[src/hdl/rate_pkg.sv]
package rate_pkg;

    // PCIe generation as seen on the PIPE rate input
    typedef enum logic [1:0]
    {
        GEN1 = 2'd0,
        GEN2 = 2'd1,
        GEN3 = 2'd2
    } gen_e;

    // PLL that serves Gen1/Gen2; Gen3 always runs from the QPLL
    typedef enum bit
    {
        CPLL = 1'b0,
        QPLL = 1'b1
    } pll_sel_e;

    typedef enum logic [4:0]
    {
        IDLE,
        PLL_PU,                // Gen3 entry or exit only
        PLL_PURESET,
        PLL_LOCK,
        DRP_X16_GEN3_START,
        DRP_X16_GEN3_DONE,
        PMARESET_HOLD,
        PLL_SEL,
        MMCM_LOCK,
        DRP_START,
        DRP_DONE,
        PMARESET_RELEASE,
        PMARESET_DONE,
        TXDATA_WAIT,           // Common ending starts here
        PCLK_SEL,
        RATE_SEL,
        RATE_DONE,
        PLL_PDRESET,
        PLL_PD,
        TXSYNC_START,
        TXSYNC_DONE,
        DONE
    } state_e;

    localparam int RATE_OUT_W  = 3;   // TX/RX rate code width
    localparam int SYSCLKSEL_W = 2;

    typedef logic [3:0] wait_cnt_t;

endpackage

[src/hdl/rate_input_sync.sv]
module rate_input_sync
(
    input  logic           RATE_CLK,
    input  logic           RATE_RST_N,
    input  logic           rst_idle,
    input  rate_pkg::gen_e rate_in,
    input  logic           cplllock,
    input  logic           qplllock,
    input  logic           mmcm_lock,
    input  logic           drp_done,
    input  logic           txresetdone,
    input  logic           rxresetdone,
    input  logic           txratedone,
    input  logic           rxratedone,
    input  logic           phystatus,
    input  logic           txsync_done,
    input  logic           rxpmaresetdone,
    output logic           rst_idle_s,
    output rate_pkg::gen_e rate_cur,
    output rate_pkg::gen_e rate_next,
    output logic           rate_change,
    output logic           cplllock_s,
    output logic           qplllock_s,
    output logic           mmcm_lock_s,
    output logic           drp_done_s,
    output logic           txresetdone_s,
    output logic           rxresetdone_s,
    output logic           txratedone_s,
    output logic           rxratedone_s,
    output logic           phystatus_s,
    output logic           txsync_done_s,
    output logic           rxpmaresetdone_s
);
    localparam int NUM_STATUS = 12;

    logic [NUM_STATUS-1:0] status_in;
    logic [NUM_STATUS-1:0] status_s1;   // Metastability stage
    logic [NUM_STATUS-1:0] status_s2;

    assign status_in = {rst_idle, cplllock, qplllock, mmcm_lock, drp_done, txresetdone,
                        rxresetdone, txratedone, rxratedone, phystatus, txsync_done,
                        rxpmaresetdone};

    always_ff @(posedge RATE_CLK)
    begin
        if (!RATE_RST_N)
        begin
            status_s1 <= '0;
            status_s2 <= '0;
            rate_next <= rate_pkg::GEN1;
            rate_cur  <= rate_pkg::GEN1;
        end
        else
        begin
            status_s1 <= status_in;
            status_s2 <= status_s1;
            rate_next <= rate_in;
            rate_cur  <= rate_next;
        end
    end

    assign {rst_idle_s, cplllock_s, qplllock_s, mmcm_lock_s, drp_done_s, txresetdone_s,
            rxresetdone_s, txratedone_s, rxratedone_s, phystatus_s, txsync_done_s,
            rxpmaresetdone_s} = status_s2;

    // One-cycle strobe while the two rate stages disagree
    assign rate_change = (rate_next != rate_cur);

endmodule

[src/hdl/rate_done_tracker.sv]
module rate_done_tracker
(
    input  logic RATE_CLK,
    input  logic RATE_RST_N,
    input  logic collect,
    input  logic txratedone_s,
    input  logic rxratedone_s,
    input  logic phystatus_s,
    output logic all_done
);
    logic tx_seen;
    logic rx_seen;
    logic phy_seen;

    // Events may arrive in any order and need not overlap
    always_ff @(posedge RATE_CLK)
    begin
        if (!RATE_RST_N || !collect)
        begin
            tx_seen  <= 1'b0;
            rx_seen  <= 1'b0;
            phy_seen <= 1'b0;
            all_done <= 1'b0;
        end
        else
        begin
            tx_seen  <= tx_seen  | txratedone_s;
            rx_seen  <= rx_seen  | rxratedone_s;
            phy_seen <= phy_seen | phystatus_s;
            all_done <= tx_seen & rx_seen & phy_seen;
        end
    end

    // A new collect window never starts with a stale result
    a_no_stale_done: assert property (@(posedge RATE_CLK) disable iff (!RATE_RST_N)
        !collect |=> !all_done);

endmodule

[src/hdl/rate_sequencer.sv]
module rate_sequencer
#(
    parameter rate_pkg::pll_sel_e  PLL_SEL         = rate_pkg::CPLL,
    parameter rate_pkg::wait_cnt_t TXDATA_WAIT_MAX = 4'd15
)
(
    input  logic                             RATE_CLK,
    input  logic                             RATE_RST_N,
    input  logic                             active_lane,
    input  logic                             rst_idle_s,
    input  rate_pkg::gen_e                   rate_cur,
    input  rate_pkg::gen_e                   rate_next,
    input  logic                             rate_change,
    input  logic                             cplllock_s,
    input  logic                             qplllock_s,
    input  logic                             mmcm_lock_s,
    input  logic                             drp_done_s,
    input  logic                             txresetdone_s,
    input  logic                             rxresetdone_s,
    input  logic                             phystatus_s,
    input  logic                             txsync_done_s,
    input  logic                             rxpmaresetdone_s,
    input  logic                             all_done,
    output logic                             collect,
    output logic                             cpllpd,
    output logic                             qpllpd,
    output logic                             cpllreset,
    output logic                             qpllreset,
    output logic                             txpmareset,
    output logic                             rxpmareset,
    output logic                             drp_start,
    output logic [rate_pkg::SYSCLKSEL_W-1:0] sysclksel,
    output logic                             pclk_sel,
    output logic                             gen3,
    output logic [rate_pkg::RATE_OUT_W-1:0]  rate_out,
    output logic                             txsync_start,
    output logic                             done,
    output logic                             idle
);
    localparam logic [rate_pkg::SYSCLKSEL_W-1:0] SYSCLK_CPLL = '0;
    localparam logic [rate_pkg::SYSCLKSEL_W-1:0] SYSCLK_QPLL = 1;
    localparam logic [rate_pkg::RATE_OUT_W-1:0]  RATE_GEN2   =
        (PLL_SEL == rate_pkg::QPLL) ? 2 : 1;   // Divide by 2 on QPLL, by 1 on CPLL
    localparam bit USE_QPLL = (PLL_SEL == rate_pkg::QPLL);

    rate_pkg::state_e                    state;
    rate_pkg::wait_cnt_t                 wait_cnt;
    logic                                gen3_exit;
    logic                                is_gen3;
    logic                                pll_lock;
    logic [rate_pkg::RATE_OUT_W-1:0]     rate_code;

    assign is_gen3   = (rate_cur == rate_pkg::GEN3);
    assign pll_lock  = (is_gen3 || USE_QPLL) ? qplllock_s : cplllock_s;
    assign rate_code = (rate_cur == rate_pkg::GEN2) ? RATE_GEN2 : '0;

    always_ff @(posedge RATE_CLK)
    begin
        if (!RATE_RST_N || (state != rate_pkg::TXDATA_WAIT))
            wait_cnt <= '0;
        else if (wait_cnt != TXDATA_WAIT_MAX)
            wait_cnt <= wait_cnt + 1'b1;
    end

    always_ff @(posedge RATE_CLK)
    begin
        if (!RATE_RST_N)
        begin
            state      <= rate_pkg::PLL_LOCK;   // Runs the reset sequence first
            gen3_exit  <= 1'b0;
            cpllpd     <= 1'b0;
            qpllpd     <= 1'b0;
            cpllreset  <= 1'b0;
            qpllreset  <= 1'b0;
            txpmareset <= 1'b0;
            rxpmareset <= 1'b0;
            drp_start  <= 1'b0;
            sysclksel  <= USE_QPLL ? SYSCLK_QPLL : SYSCLK_CPLL;
            pclk_sel   <= 1'b0;
            gen3       <= 1'b0;
            rate_out   <= '0;
        end
        else
        begin
            drp_start <= 1'b0;
            case (state)
                rate_pkg::IDLE:
                    if (rate_change)
                    begin
                        gen3_exit <= is_gen3;
                        if (is_gen3 || (rate_next == rate_pkg::GEN3))
                            state <= rate_pkg::PLL_PU;
                        else
                            state <= rate_pkg::TXDATA_WAIT;
                    end
                rate_pkg::PLL_PU:
                begin
                    cpllpd <= USE_QPLL;
                    qpllpd <= 1'b0;
                    state  <= rate_pkg::PLL_PURESET;
                end
                rate_pkg::PLL_PURESET:
                begin
                    cpllreset <= USE_QPLL;
                    qpllreset <= 1'b0;
                    state     <= rate_pkg::PLL_LOCK;
                end
                rate_pkg::PLL_LOCK:
                    if (pll_lock)
                        state <= (rst_idle_s && is_gen3) ? rate_pkg::DRP_X16_GEN3_START
                                                         : rate_pkg::PMARESET_HOLD;
                rate_pkg::DRP_X16_GEN3_START:
                begin
                    drp_start <= 1'b1;
                    if (!drp_done_s)
                        state <= rate_pkg::DRP_X16_GEN3_DONE;
                end
                rate_pkg::DRP_X16_GEN3_DONE:
                    if (drp_done_s)
                        state <= rate_pkg::PMARESET_HOLD;
                rate_pkg::PMARESET_HOLD:
                begin
                    txpmareset <= is_gen3 || gen3_exit;
                    rxpmareset <= is_gen3 || gen3_exit;
                    state      <= rate_pkg::PLL_SEL;
                end
                rate_pkg::PLL_SEL:
                begin
                    sysclksel <= (is_gen3 || USE_QPLL) ? SYSCLK_QPLL : SYSCLK_CPLL;
                    state     <= rate_pkg::MMCM_LOCK;
                end
                rate_pkg::MMCM_LOCK:
                    if (mmcm_lock_s && !rxpmaresetdone_s)
                        state <= rate_pkg::DRP_START;
                rate_pkg::DRP_START:
                begin
                    drp_start <= 1'b1;
                    pclk_sel  <= (rate_cur != rate_pkg::GEN1);
                    gen3      <= is_gen3;
                    if (is_gen3 || gen3_exit)
                        rate_out <= rate_code;
                    if (!drp_done_s)
                        state <= rate_pkg::DRP_DONE;
                end
                rate_pkg::DRP_DONE:
                    if (drp_done_s && pll_lock)
                        state <= rst_idle_s ? rate_pkg::PMARESET_RELEASE : rate_pkg::DONE;
                rate_pkg::PMARESET_RELEASE:
                begin
                    txpmareset <= 1'b0;
                    rxpmareset <= 1'b0;
                    state      <= rate_pkg::PMARESET_DONE;
                end
                rate_pkg::PMARESET_DONE:
                    if ((txresetdone_s && rxresetdone_s && !phystatus_s) || !active_lane)
                        state <= rate_pkg::TXDATA_WAIT;
                rate_pkg::TXDATA_WAIT:
                    if (wait_cnt == TXDATA_WAIT_MAX)
                        state <= rate_pkg::PCLK_SEL;
                rate_pkg::PCLK_SEL:
                begin
                    pclk_sel <= (rate_cur != rate_pkg::GEN1);   // 250 MHz for Gen2/Gen3
                    state    <= rate_pkg::RATE_SEL;
                end
                rate_pkg::RATE_SEL:
                begin
                    rate_out <= rate_code;
                    state    <= rate_pkg::RATE_DONE;
                end
                rate_pkg::RATE_DONE:
                    if (all_done || is_gen3 || gen3_exit || !active_lane)
                        state <= rate_pkg::PLL_PDRESET;
                rate_pkg::PLL_PDRESET:
                begin
                    cpllreset <= USE_QPLL || is_gen3;
                    qpllreset <= !USE_QPLL && !is_gen3;
                    state     <= rate_pkg::PLL_PD;
                end
                rate_pkg::PLL_PD:
                begin
                    cpllpd <= USE_QPLL || is_gen3;
                    qpllpd <= !USE_QPLL && !is_gen3;
                    state  <= rate_pkg::TXSYNC_START;
                end
                rate_pkg::TXSYNC_START:
                    if (!txsync_done_s)
                        state <= rate_pkg::TXSYNC_DONE;
                rate_pkg::TXSYNC_DONE:
                    if (txsync_done_s)
                        state <= rate_pkg::DONE;
                default:
                    state <= rate_pkg::IDLE;   // DONE and any stray encoding
            endcase
        end
    end

    assign collect      = (state == rate_pkg::RATE_DONE);
    assign txsync_start = (state == rate_pkg::TXSYNC_START);
    assign done         = (state == rate_pkg::DONE);
    assign idle         = (state == rate_pkg::IDLE);

    a_done_then_idle: assert property (@(posedge RATE_CLK) disable iff (!RATE_RST_N)
        done |-> !idle ##1 (idle && !done));

    // Every DRP request is closed out before the sequencer rests
    a_no_drp_in_idle: assert property (@(posedge RATE_CLK) disable iff (!RATE_RST_N)
        idle |-> !drp_start);

endmodule

[src/hdl/pipe_rate.sv]
module pipe_rate
#(
    parameter rate_pkg::pll_sel_e  PLL_SEL         = rate_pkg::CPLL,
    parameter bit                  POWER_SAVING    = 1'b1,
    parameter rate_pkg::wait_cnt_t TXDATA_WAIT_MAX = 4'd15
)
(
    input  logic                             RATE_CLK,
    input  logic                             RATE_RST_N,
    input  logic                             rst_idle,
    input  logic                             active_lane,
    input  rate_pkg::gen_e                   rate_in,
    input  logic                             cplllock,
    input  logic                             qplllock,
    input  logic                             mmcm_lock,
    input  logic                             drp_done,
    input  logic                             rxpmaresetdone,
    input  logic                             txresetdone,
    input  logic                             rxresetdone,
    input  logic                             txratedone,
    input  logic                             rxratedone,
    input  logic                             phystatus,
    input  logic                             txsync_done,
    output logic                             cpllpd,
    output logic                             qpllpd,
    output logic                             cpllreset,
    output logic                             qpllreset,
    output logic                             txpmareset,
    output logic                             rxpmareset,
    output logic                             drp_start,
    output logic [rate_pkg::SYSCLKSEL_W-1:0] sysclksel,
    output logic                             pclk_sel,
    output logic                             gen3,
    output logic [rate_pkg::RATE_OUT_W-1:0]  rate_out,
    output logic                             txsync_start,
    output logic                             done,
    output logic                             idle
);
    rate_pkg::gen_e rate_cur;
    rate_pkg::gen_e rate_next;
    logic           rst_idle_s;
    logic           rate_change;
    logic           cplllock_s;
    logic           qplllock_s;
    logic           mmcm_lock_s;
    logic           drp_done_s;
    logic           txresetdone_s;
    logic           rxresetdone_s;
    logic           txratedone_s;
    logic           rxratedone_s;
    logic           phystatus_s;
    logic           txsync_done_s;
    logic           rxpmaresetdone_s;
    logic           collect;
    logic           all_done;
    logic           seq_cpllpd;
    logic           seq_qpllpd;
    logic           seq_cpllreset;
    logic           seq_qpllreset;

    rate_input_sync u_sync
    (
        .RATE_CLK         (RATE_CLK),
        .RATE_RST_N       (RATE_RST_N),
        .rst_idle         (rst_idle),
        .rate_in          (rate_in),
        .cplllock         (cplllock),
        .qplllock         (qplllock),
        .mmcm_lock        (mmcm_lock),
        .drp_done         (drp_done),
        .txresetdone      (txresetdone),
        .rxresetdone      (rxresetdone),
        .txratedone       (txratedone),
        .rxratedone       (rxratedone),
        .phystatus        (phystatus),
        .txsync_done      (txsync_done),
        .rxpmaresetdone   (rxpmaresetdone),
        .rst_idle_s       (rst_idle_s),
        .rate_cur         (rate_cur),
        .rate_next        (rate_next),
        .rate_change      (rate_change),
        .cplllock_s       (cplllock_s),
        .qplllock_s       (qplllock_s),
        .mmcm_lock_s      (mmcm_lock_s),
        .drp_done_s       (drp_done_s),
        .txresetdone_s    (txresetdone_s),
        .rxresetdone_s    (rxresetdone_s),
        .txratedone_s     (txratedone_s),
        .rxratedone_s     (rxratedone_s),
        .phystatus_s      (phystatus_s),
        .txsync_done_s    (txsync_done_s),
        .rxpmaresetdone_s (rxpmaresetdone_s)
    );

    rate_done_tracker u_done
    (
        .RATE_CLK     (RATE_CLK),
        .RATE_RST_N   (RATE_RST_N),
        .collect      (collect),
        .txratedone_s (txratedone_s),
        .rxratedone_s (rxratedone_s),
        .phystatus_s  (phystatus_s),
        .all_done     (all_done)
    );

    rate_sequencer #(
        .PLL_SEL         (PLL_SEL),
        .TXDATA_WAIT_MAX (TXDATA_WAIT_MAX)
    ) u_seq (
        .RATE_CLK         (RATE_CLK),
        .RATE_RST_N       (RATE_RST_N),
        .active_lane      (active_lane),
        .rst_idle_s       (rst_idle_s),
        .rate_cur         (rate_cur),
        .rate_next        (rate_next),
        .rate_change      (rate_change),
        .cplllock_s       (cplllock_s),
        .qplllock_s       (qplllock_s),
        .mmcm_lock_s      (mmcm_lock_s),
        .drp_done_s       (drp_done_s),
        .txresetdone_s    (txresetdone_s),
        .rxresetdone_s    (rxresetdone_s),
        .phystatus_s      (phystatus_s),
        .txsync_done_s    (txsync_done_s),
        .rxpmaresetdone_s (rxpmaresetdone_s),
        .all_done         (all_done),
        .collect          (collect),
        .cpllpd           (seq_cpllpd),
        .qpllpd           (seq_qpllpd),
        .cpllreset        (seq_cpllreset),
        .qpllreset        (seq_qpllreset),
        .txpmareset       (txpmareset),
        .rxpmareset       (rxpmareset),
        .drp_start        (drp_start),
        .sysclksel        (sysclksel),
        .pclk_sel         (pclk_sel),
        .gen3             (gen3),
        .rate_out         (rate_out),
        .txsync_start     (txsync_start),
        .done             (done),
        .idle             (idle)
    );

    // Without power saving both PLLs stay up and out of reset
    assign cpllpd    = POWER_SAVING ? seq_cpllpd    : 1'b0;
    assign qpllpd    = POWER_SAVING ? seq_qpllpd    : 1'b0;
    assign cpllreset = POWER_SAVING ? seq_cpllreset : 1'b0;
    assign qpllreset = POWER_SAVING ? seq_qpllreset : 1'b0;

endmodule

[config.mk]
export PLATFORM = sky130hd
export DESIGN_NAME = pipe_rate
export DESIGN_NICKNAME = d
export VERILOG_FILES = /design/src/hdl/rate_pkg.sv /design/src/hdl/rate_input_sync.sv /design/src/hdl/rate_done_tracker.sv /design/src/hdl/rate_sequencer.sv /design/src/hdl/pipe_rate.sv
export SDC_FILE = /design/constraint.sdc
export NUM_CORES = 1
export LEC_CHECK = 0
export BUFFER_PORTS_ARGS = -buffer_cell sky130_fd_sc_hd__buf_2
export CAP_MARGIN = 10
export CORE_ASPECT_RATIO = 1.5
export CORE_MARGIN = 2
export CORE_UTILIZATION = 56
export DETAILED_ROUTE_END_ITERATION = 6
export HOLD_SLACK_MARGIN = 0.1
export PLACE_DENSITY_LB_ADDON = 0.15
export SLEW_MARGIN = 20
export SYNTH_ARGS = -nofsm -noshare
export SYNTH_HDL_FRONTEND = slang
export SYNTH_SLANG_ARGS = --single-unit
[constraint.sdc]
create_clock -name RATE_CLK -period 2.5 [get_ports RATE_CLK]
set_clock_uncertainty 0.1 [all_clocks]
set_input_delay 0.25 -clock RATE_CLK [delete_from_list [all_inputs] [get_ports RATE_CLK]]
set_output_delay 0.25 -clock RATE_CLK [all_outputs]
set_load 0.005 [all_outputs]
==> results of run 1 <==
## placed cells by master (no fill, tap or decap), drive strengths merged, types with 3 or more instances in the layout
cell / instances
dfxtp: 52
buf: 38
nor2: 28
and2: 28
nand2: 20
a21oi: 15
dlygate4sd3: 14
o21ai: 10
nor2b: 8
nand3: 7
nand2b: 7
clkbuf: 6
nor3: 5
nand4: 5
mux2i: 5
a211oi: 4
and3: 3
inv: 3
nand3b: 3
xnor2: 3
conb: 3
## metal layers
layer	vias to the layer above	part of all wire, %	global-route usage, %	routed length [microns]
met4	0	2.0	10.71	96
li1	991	-	-	-
met3	7	2.9	4.517	138
met2	43	53	40.59	2557
met5	-	0	0	0
met1	892	42	25.61	2023
## critical path, delay by kind of cell (launching register included)
kind	cells	cell delay [ns]
DFF	1	0.76
buffers and inverters	2	0.28
and+or+nand+nor	2	0.42
## state kept, by name (all words and copies together) (netlist names), 2 cells and up
| register | flops |
|---|---|
| u_seq.wait_cnt | 4 |
| u_sync.rate_next | 2 |
| u_sync.rate_cur | 2 |
| u_sync.status_s1 | 12 |
| u_seq.state | 5 |
| u_sync.status_s2 | 12 |
## layout make-up
| cell class | count | area (sq um) |
|---|---|---|
| clock buffers | 6 | 82.58 |
| clock inverters | 2 | 38.79 |
| fillers | 314 | 1207 |
| inverters | 4 | 15.01 |
| multi-input cells | 189 | 1132 |
| flip-flops and latches | 52 | 1041 |
| well taps | 45 | 56.30 |
| repair buffers | 52 | 350.3 |
## kinds of logic (layout without fill, tap and decap cells)
| logic type | count (synthesis) | count (layout) | share of synthesized area [%] |
|---|---|---|---|
| AND/OR/NAND/NOR | 124 | 124 | 29.03 |
| multiplexers | 7 | 7 | 3.171 |
| flip-flops | 52 | 52 | 45.49 |
| AO/OA/AOI/OAI | 51 | 51 | 15.09 |
| buffers and inverters | 26 | 64 | 5.358 |
| other | 1 | 3 | 0.1639 |
| adder cells (fa/ha/maj) | 1 | 1 | 0.5467 |
| XOR/XNOR | 3 | 3 | 1.148 |
## per-stage QoR
stage	worst slack, ns	power [W]	utilization, %	std cells	cell area [sq um]
floorplan	0.7445	0.001602	-	267	2296
global placement	0.4778	0.001765	62.56	328	2455
detailed placement	0.4522	0.001778	62.56	328	2455
CTS	0.3931	0.002396	69.23	350	2716
global route	0.2524	0.002544	69.23	350	2716
finish	0.3686	0.002400	69.23	350	2716
## power breakdown
part	total (W)	leakage (nW)	switching (W)	internal [W]
sequential	0.00102	0.426	0.000126	0.000891
clock	0.000609	0.0614	0.000282	0.000328
combinational	0.000774	0.633	0.000414	0.000360
## final timing paths
check | startpoint | end | cells after the start
setup / recovery | u_seq.state[4]$_SDFFE_PN0P_ | done | 4
hold / removal | RATE_RST_N | u_seq.drp_start$_SDFF_PN0_ | 3
setup reg to reg | u_seq.state[3]$_SDFFE_PN0P_ | u_seq.state[1]$_SDFFE_PN1P_ | 5
hold reg to reg | u_sync.status_s1[8]$_SDFF_PN0_ | u_sync.status_s2[8]$_SDFF_PN0_ | 1
==> run metrics, run 1 <==
Skew-Pair Late Insertion Delay 0.31 ns; setup TNS after final layout 0 ns; Critical Path RT 2.15 ns; Synth-to-Final Area Change 18.70%; initial antenna violation count 0; dominant cell type by area after synthesis dfxtp_1; setup bufs post-CTS 0; layout cells sized above 1 17.38%; GRT overflow 0; first-pass GRT wire length 8.052 mm; Synth Cell Area 2288 sq um; DRC viols 0; routability congestion estimate 0.9695; H-tree lvl count 2; CTS tree done; clock buffer depth 2; Mean Syn Cell Area about 8.6 sq um; worst slew pin tran 0.6671 ns; hold buffers post-CTS 14; Synth top cells by count dfxtp_1 (52), and2_1 (28), nor2_1 (28); asr flop ratio synth 0%; gr usage total between 20% and 30%; Peak VDD IR a little under 0.0007 V; Hold Vio Cnt, Final 0; fin crit share 85.26%; max_cap viols 0; clk root buf clkbuf_8; vias in the first global route 1724; number of vias per cell 5.523; vias post-DR 1933; # clock sinks 52; CTS buffer count 5; CP cell instances nor2b_1, buf_4, and3_1, buf_2; relative slew slack around 55%; LEAKAGE 1.120 nW; boundary pin count 34; fin nets 322; Arrival @ worst endpoint 1.78 ns; Post-Syn Instances 265; Final Slew Violations 0; CTS clock-pin slew for the worst setup and hold paths 0.10 ns; Detail Route Antenna Nets 0; minimum clock period 2.131 ns; Final setup viols 0; Crit Path Category flop to primary output; Cell Pwr Density 883.5 nW/um^2; largest net degree at the start of global routing 34; die area 4625 sq um; sequential-to-total area share from yosys stat a little under half; FMAX 469.2 MHz; flops & latches, synth 52; Die Wd 56.20 microns; slowest CP cell dfxtp_1; Hold Crit Class input pin to flop; YS warnings 0; initial DRC count about 100; drt pass-1 iters 4; status completed; post-CTS sizing 0; CP Max Fanout 20; r2r setup slk 0.42 ns; share of the synthesized area in the top cell type 45.49%; CP max stage delay 0.76 ns; core area 3924 sq um; HPWL after detailed placement between 3 and 4 mm; number of diodes 0; EDFF count, synth 0; site row count 28; Avg WL per Cell 13.76 microns; crit path launch type flop; RSZ-0062 raised after global routing no; Routed Wire Length 4.816 mm; synth top area cells dfxtp_1 (45%), and2_1 (7.7%), nor2_1 (4.6%); top_reg_cell synth dfxtp_1; hold_ws 0.2872 ns; DIE HEIGHT 82.30 microns; port buffer count 30; most frequent cell after synthesis dfxtp_1; Initial Utilization around 60%; Worst setup EP type primary output; Distinct cells, synth 51
(Power assumes the default switching activity.)
==> run 2, diff against run 1 <==
- SETUP_SLACK_MARGIN: not set -> 0.5
==> run metrics, run 2 (synthesis gave the netlist of run 1 again) <==
DRC viols 0 (unchanged); drt pass-1 iters 4 (unchanged); Peak VDD IR 0.0006956 V (was 0.0006811 V); CP cell instances buf_4, or3_1, nor2_1, a2bb2oi_1, nand4_1, mux2_2 (was nor2b_1, buf_4, and3_1, buf_2); minimum clock period 1.955 ns (was 2.131 ns); port buffer count 30 (unchanged); critical path startpoint u_seq.state[2]$_SDFFE_PN0P_ (was u_seq.state[4]$_SDFFE_PN0P_); LEAKAGE 1.136 nW (was 1.120 nW); DIE HEIGHT 82.30 microns (unchanged); Crit Path Category flop to flop (was flop to primary output); initial antenna violation count 0 (unchanged); CTS tree done (unchanged); layout cells sized above 1 20.52% (was 17.38%); Avg WL per Cell 13.84 microns (was 13.76 microns); Routed Wire Length 4.872 mm (was 4.816 mm); slowest CP cell dfxtp_2 (was dfxtp_1); boundary pin count 34 (unchanged); reg-to-reg critical path startpoint u_seq.state[2]$_SDFFE_PN0P_ (was u_seq.state[3]$_SDFFE_PN0P_); Non-Filler Instances 352 (was 350); Worst setup EP type flop (was primary output); die area 4625 sq um (unchanged); Die Wd 56.20 microns (unchanged); GRT overflow 0 (unchanged); Final Slew Violations 0 (unchanged); vias in the first global route 1711 (was 1724); hold wc startpoint RATE_RST_N (unchanged); Hold Vio Cnt, Final 0 (unchanged); HPWL after detailed placement 3.150 mm (unchanged); Cell Pwr Density 882.7 nW/um^2 (was 883.5 nW/um^2); H-tree lvl count 2 (unchanged); vias post-DR 1940 (was 1933); CP Max Fanout 13 (was 20); status completed (unchanged); fillers 310 (was 314); DP Worst Slack 0.4522 ns (unchanged); CP max stage delay 0.40 ns (was 0.76 ns); Detail Route Antenna Nets 0 (unchanged); crit path launch type flop (unchanged); most frequent cells in the layout dfxtp_1 (47), buf_2 (30), nor2_1 (28), and2_1 (28), nand2_1 (20) (was dfxtp_1 (52), buf_2 (30), nor2_1 (28), and2_1 (28), nand2_1 (20)); final worst slack 0.5454 ns (was 0.3686 ns); Initial Utilization 58.32% (unchanged); placed cells 328 (unchanged); clk root buf clkbuf_8 (unchanged); setup TNS after final layout 0 ns (unchanged); routability congestion estimate 0.9695 (unchanged); Skew-Pair Late Insertion Delay 0.31 ns (about the same); CTS clock-pin slew for the worst setup and hold paths 0.10 ns (about the same); Final setup viols 0 (unchanged); initial DRC count 85 (was 104); Critical Path RT 2.60 ns (was 2.15 ns); site row count 28 (unchanged); max_cap viols 0 (unchanged); most common cell after layout, fill and taps aside dfxtp_1 (unchanged); gr usage total 22.42% (was 22.56%); number of diodes 0 (unchanged); core area 3924 sq um (unchanged); # clock sinks 52 (unchanged); Hold Crit Class input pin to flop (unchanged); fin crit share 78.18% (was 85.26%); RSZ-0062 raised after global routing yes (was no); FMAX 511.6 MHz (was 469.2 MHz); Arrival @ worst endpoint 2.06 ns (was 1.78 ns); CTS buffer count 5 (unchanged); biggest regs u_sync.status_s1 (12), u_sync.status_s2 (12), u_seq.state (5) (unchanged); clock buffer depth 2 (unchanged); largest net degree at the start of global routing 34 (unchanged); first-pass GRT wire length 8.010 mm (was 8.052 mm); number of vias per cell 5.511 (was 5.523); Synth-to-Final Area Change 20.67% (was 18.70%); fin nets 324 (was 322)
## run 2: cell types whose count changed in the layout (fill, tap and decap cells not counted), sizes merged
| cell | previous run | this run |
|---|---|---|
| buf | 38 | 40 |
## run 2: repair_timing
action,in CTS,in global routing
setup endpoints to repair,6,4
resized for setup,6,5
endpoints found under the hold margin,14,0
cloned,0,0
hold buffers,14,0
pin swaps,0,1
buffers inserted,0,2
## run 2: report_power, final
| part | internal, W | total (W) | leakage (nW) | switching (W) |
|---|---|---|---|---|
| Combinational | 0.000376 | 0.000794 | 0.647 | 0.000418 |
| Sequential | 0.000899 | 0.00103 | 0.428 | 0.000133 |
| Clock | 0.000327 | 0.000611 | 0.0614 | 0.000284 |
| Total | 0.00160 | 0.00244 | 1.14 | 0.000836 |
## run 2: metrics by stage
step / total power, W / area [sq um] / hold slack [ns] / util, %
floorplan: 0.001602 / 2296 / 0.2773 / -
global placement: 0.001765 / 2455 / 0.3130 / 62.56
detailed placement: 0.001778 / 2455 / 0.3169 / 62.56
CTS: 0.002402 / 2724 / 0.2902 / 69.42
global route: 0.002576 / 2761 / 0.3142 / 70.38
finish: 0.002437 / 2761 / 0.2748 / 70.38
## run 2: worst paths after layout
check	to	slack, ns	cells after the start
worst max-delay path	u_seq.state[1]$_SDFFE_PN1P_	0.55	6
worst min-delay path	u_seq.drp_start$_SDFF_PN0_	0.27	3
worst max register to register	u_seq.state[1]$_SDFFE_PN1P_	0.55	6
worst min register to register	u_sync.status_s2[8]$_SDFF_PN0_	0.34	1
## run 2: layout make-up
| cell class | instances | area, sq um | area share (%) |
|---|---|---|---|
| tap | 45 | 56.30 | 2.039 |
| inverter | 4 | 15.01 | 0.5437 |
| multi-input combinational | 189 | 1150 | 41.64 |
| sequential | 52 | 1050 | 38.02 |
| timing repair buffer | 54 | 369.1 | 13.37 |
| clock buffer | 6 | 82.58 | 2.990 |
| clock inverter | 2 | 38.79 | 1.405 |
## run 2: routing by layer
| metal | part of all wire [%] | global-route usage, % | up-vias |
|---|---|---|---|
| met5 | 0 | 0 | - |
| met4 | 1.7 | 10.00 | 0 |
| met3 | 3.7 | 4.050 | 7 |
| met2 | 53 | 40.82 | 50 |
| met1 | 41 | 25.61 | 893 |
| li1 | - | - | 990 |
## run 2: worst max-delay path, delay by kind of cell, from the launching register on
kind,cells,cell delay (ns)
AOI/OAI and AO/OA,1,0.13
buffers and inverters,1,0.20
DFF,1,0.40
muxes,1,0.35
and+or+nand+nor,3,0.68
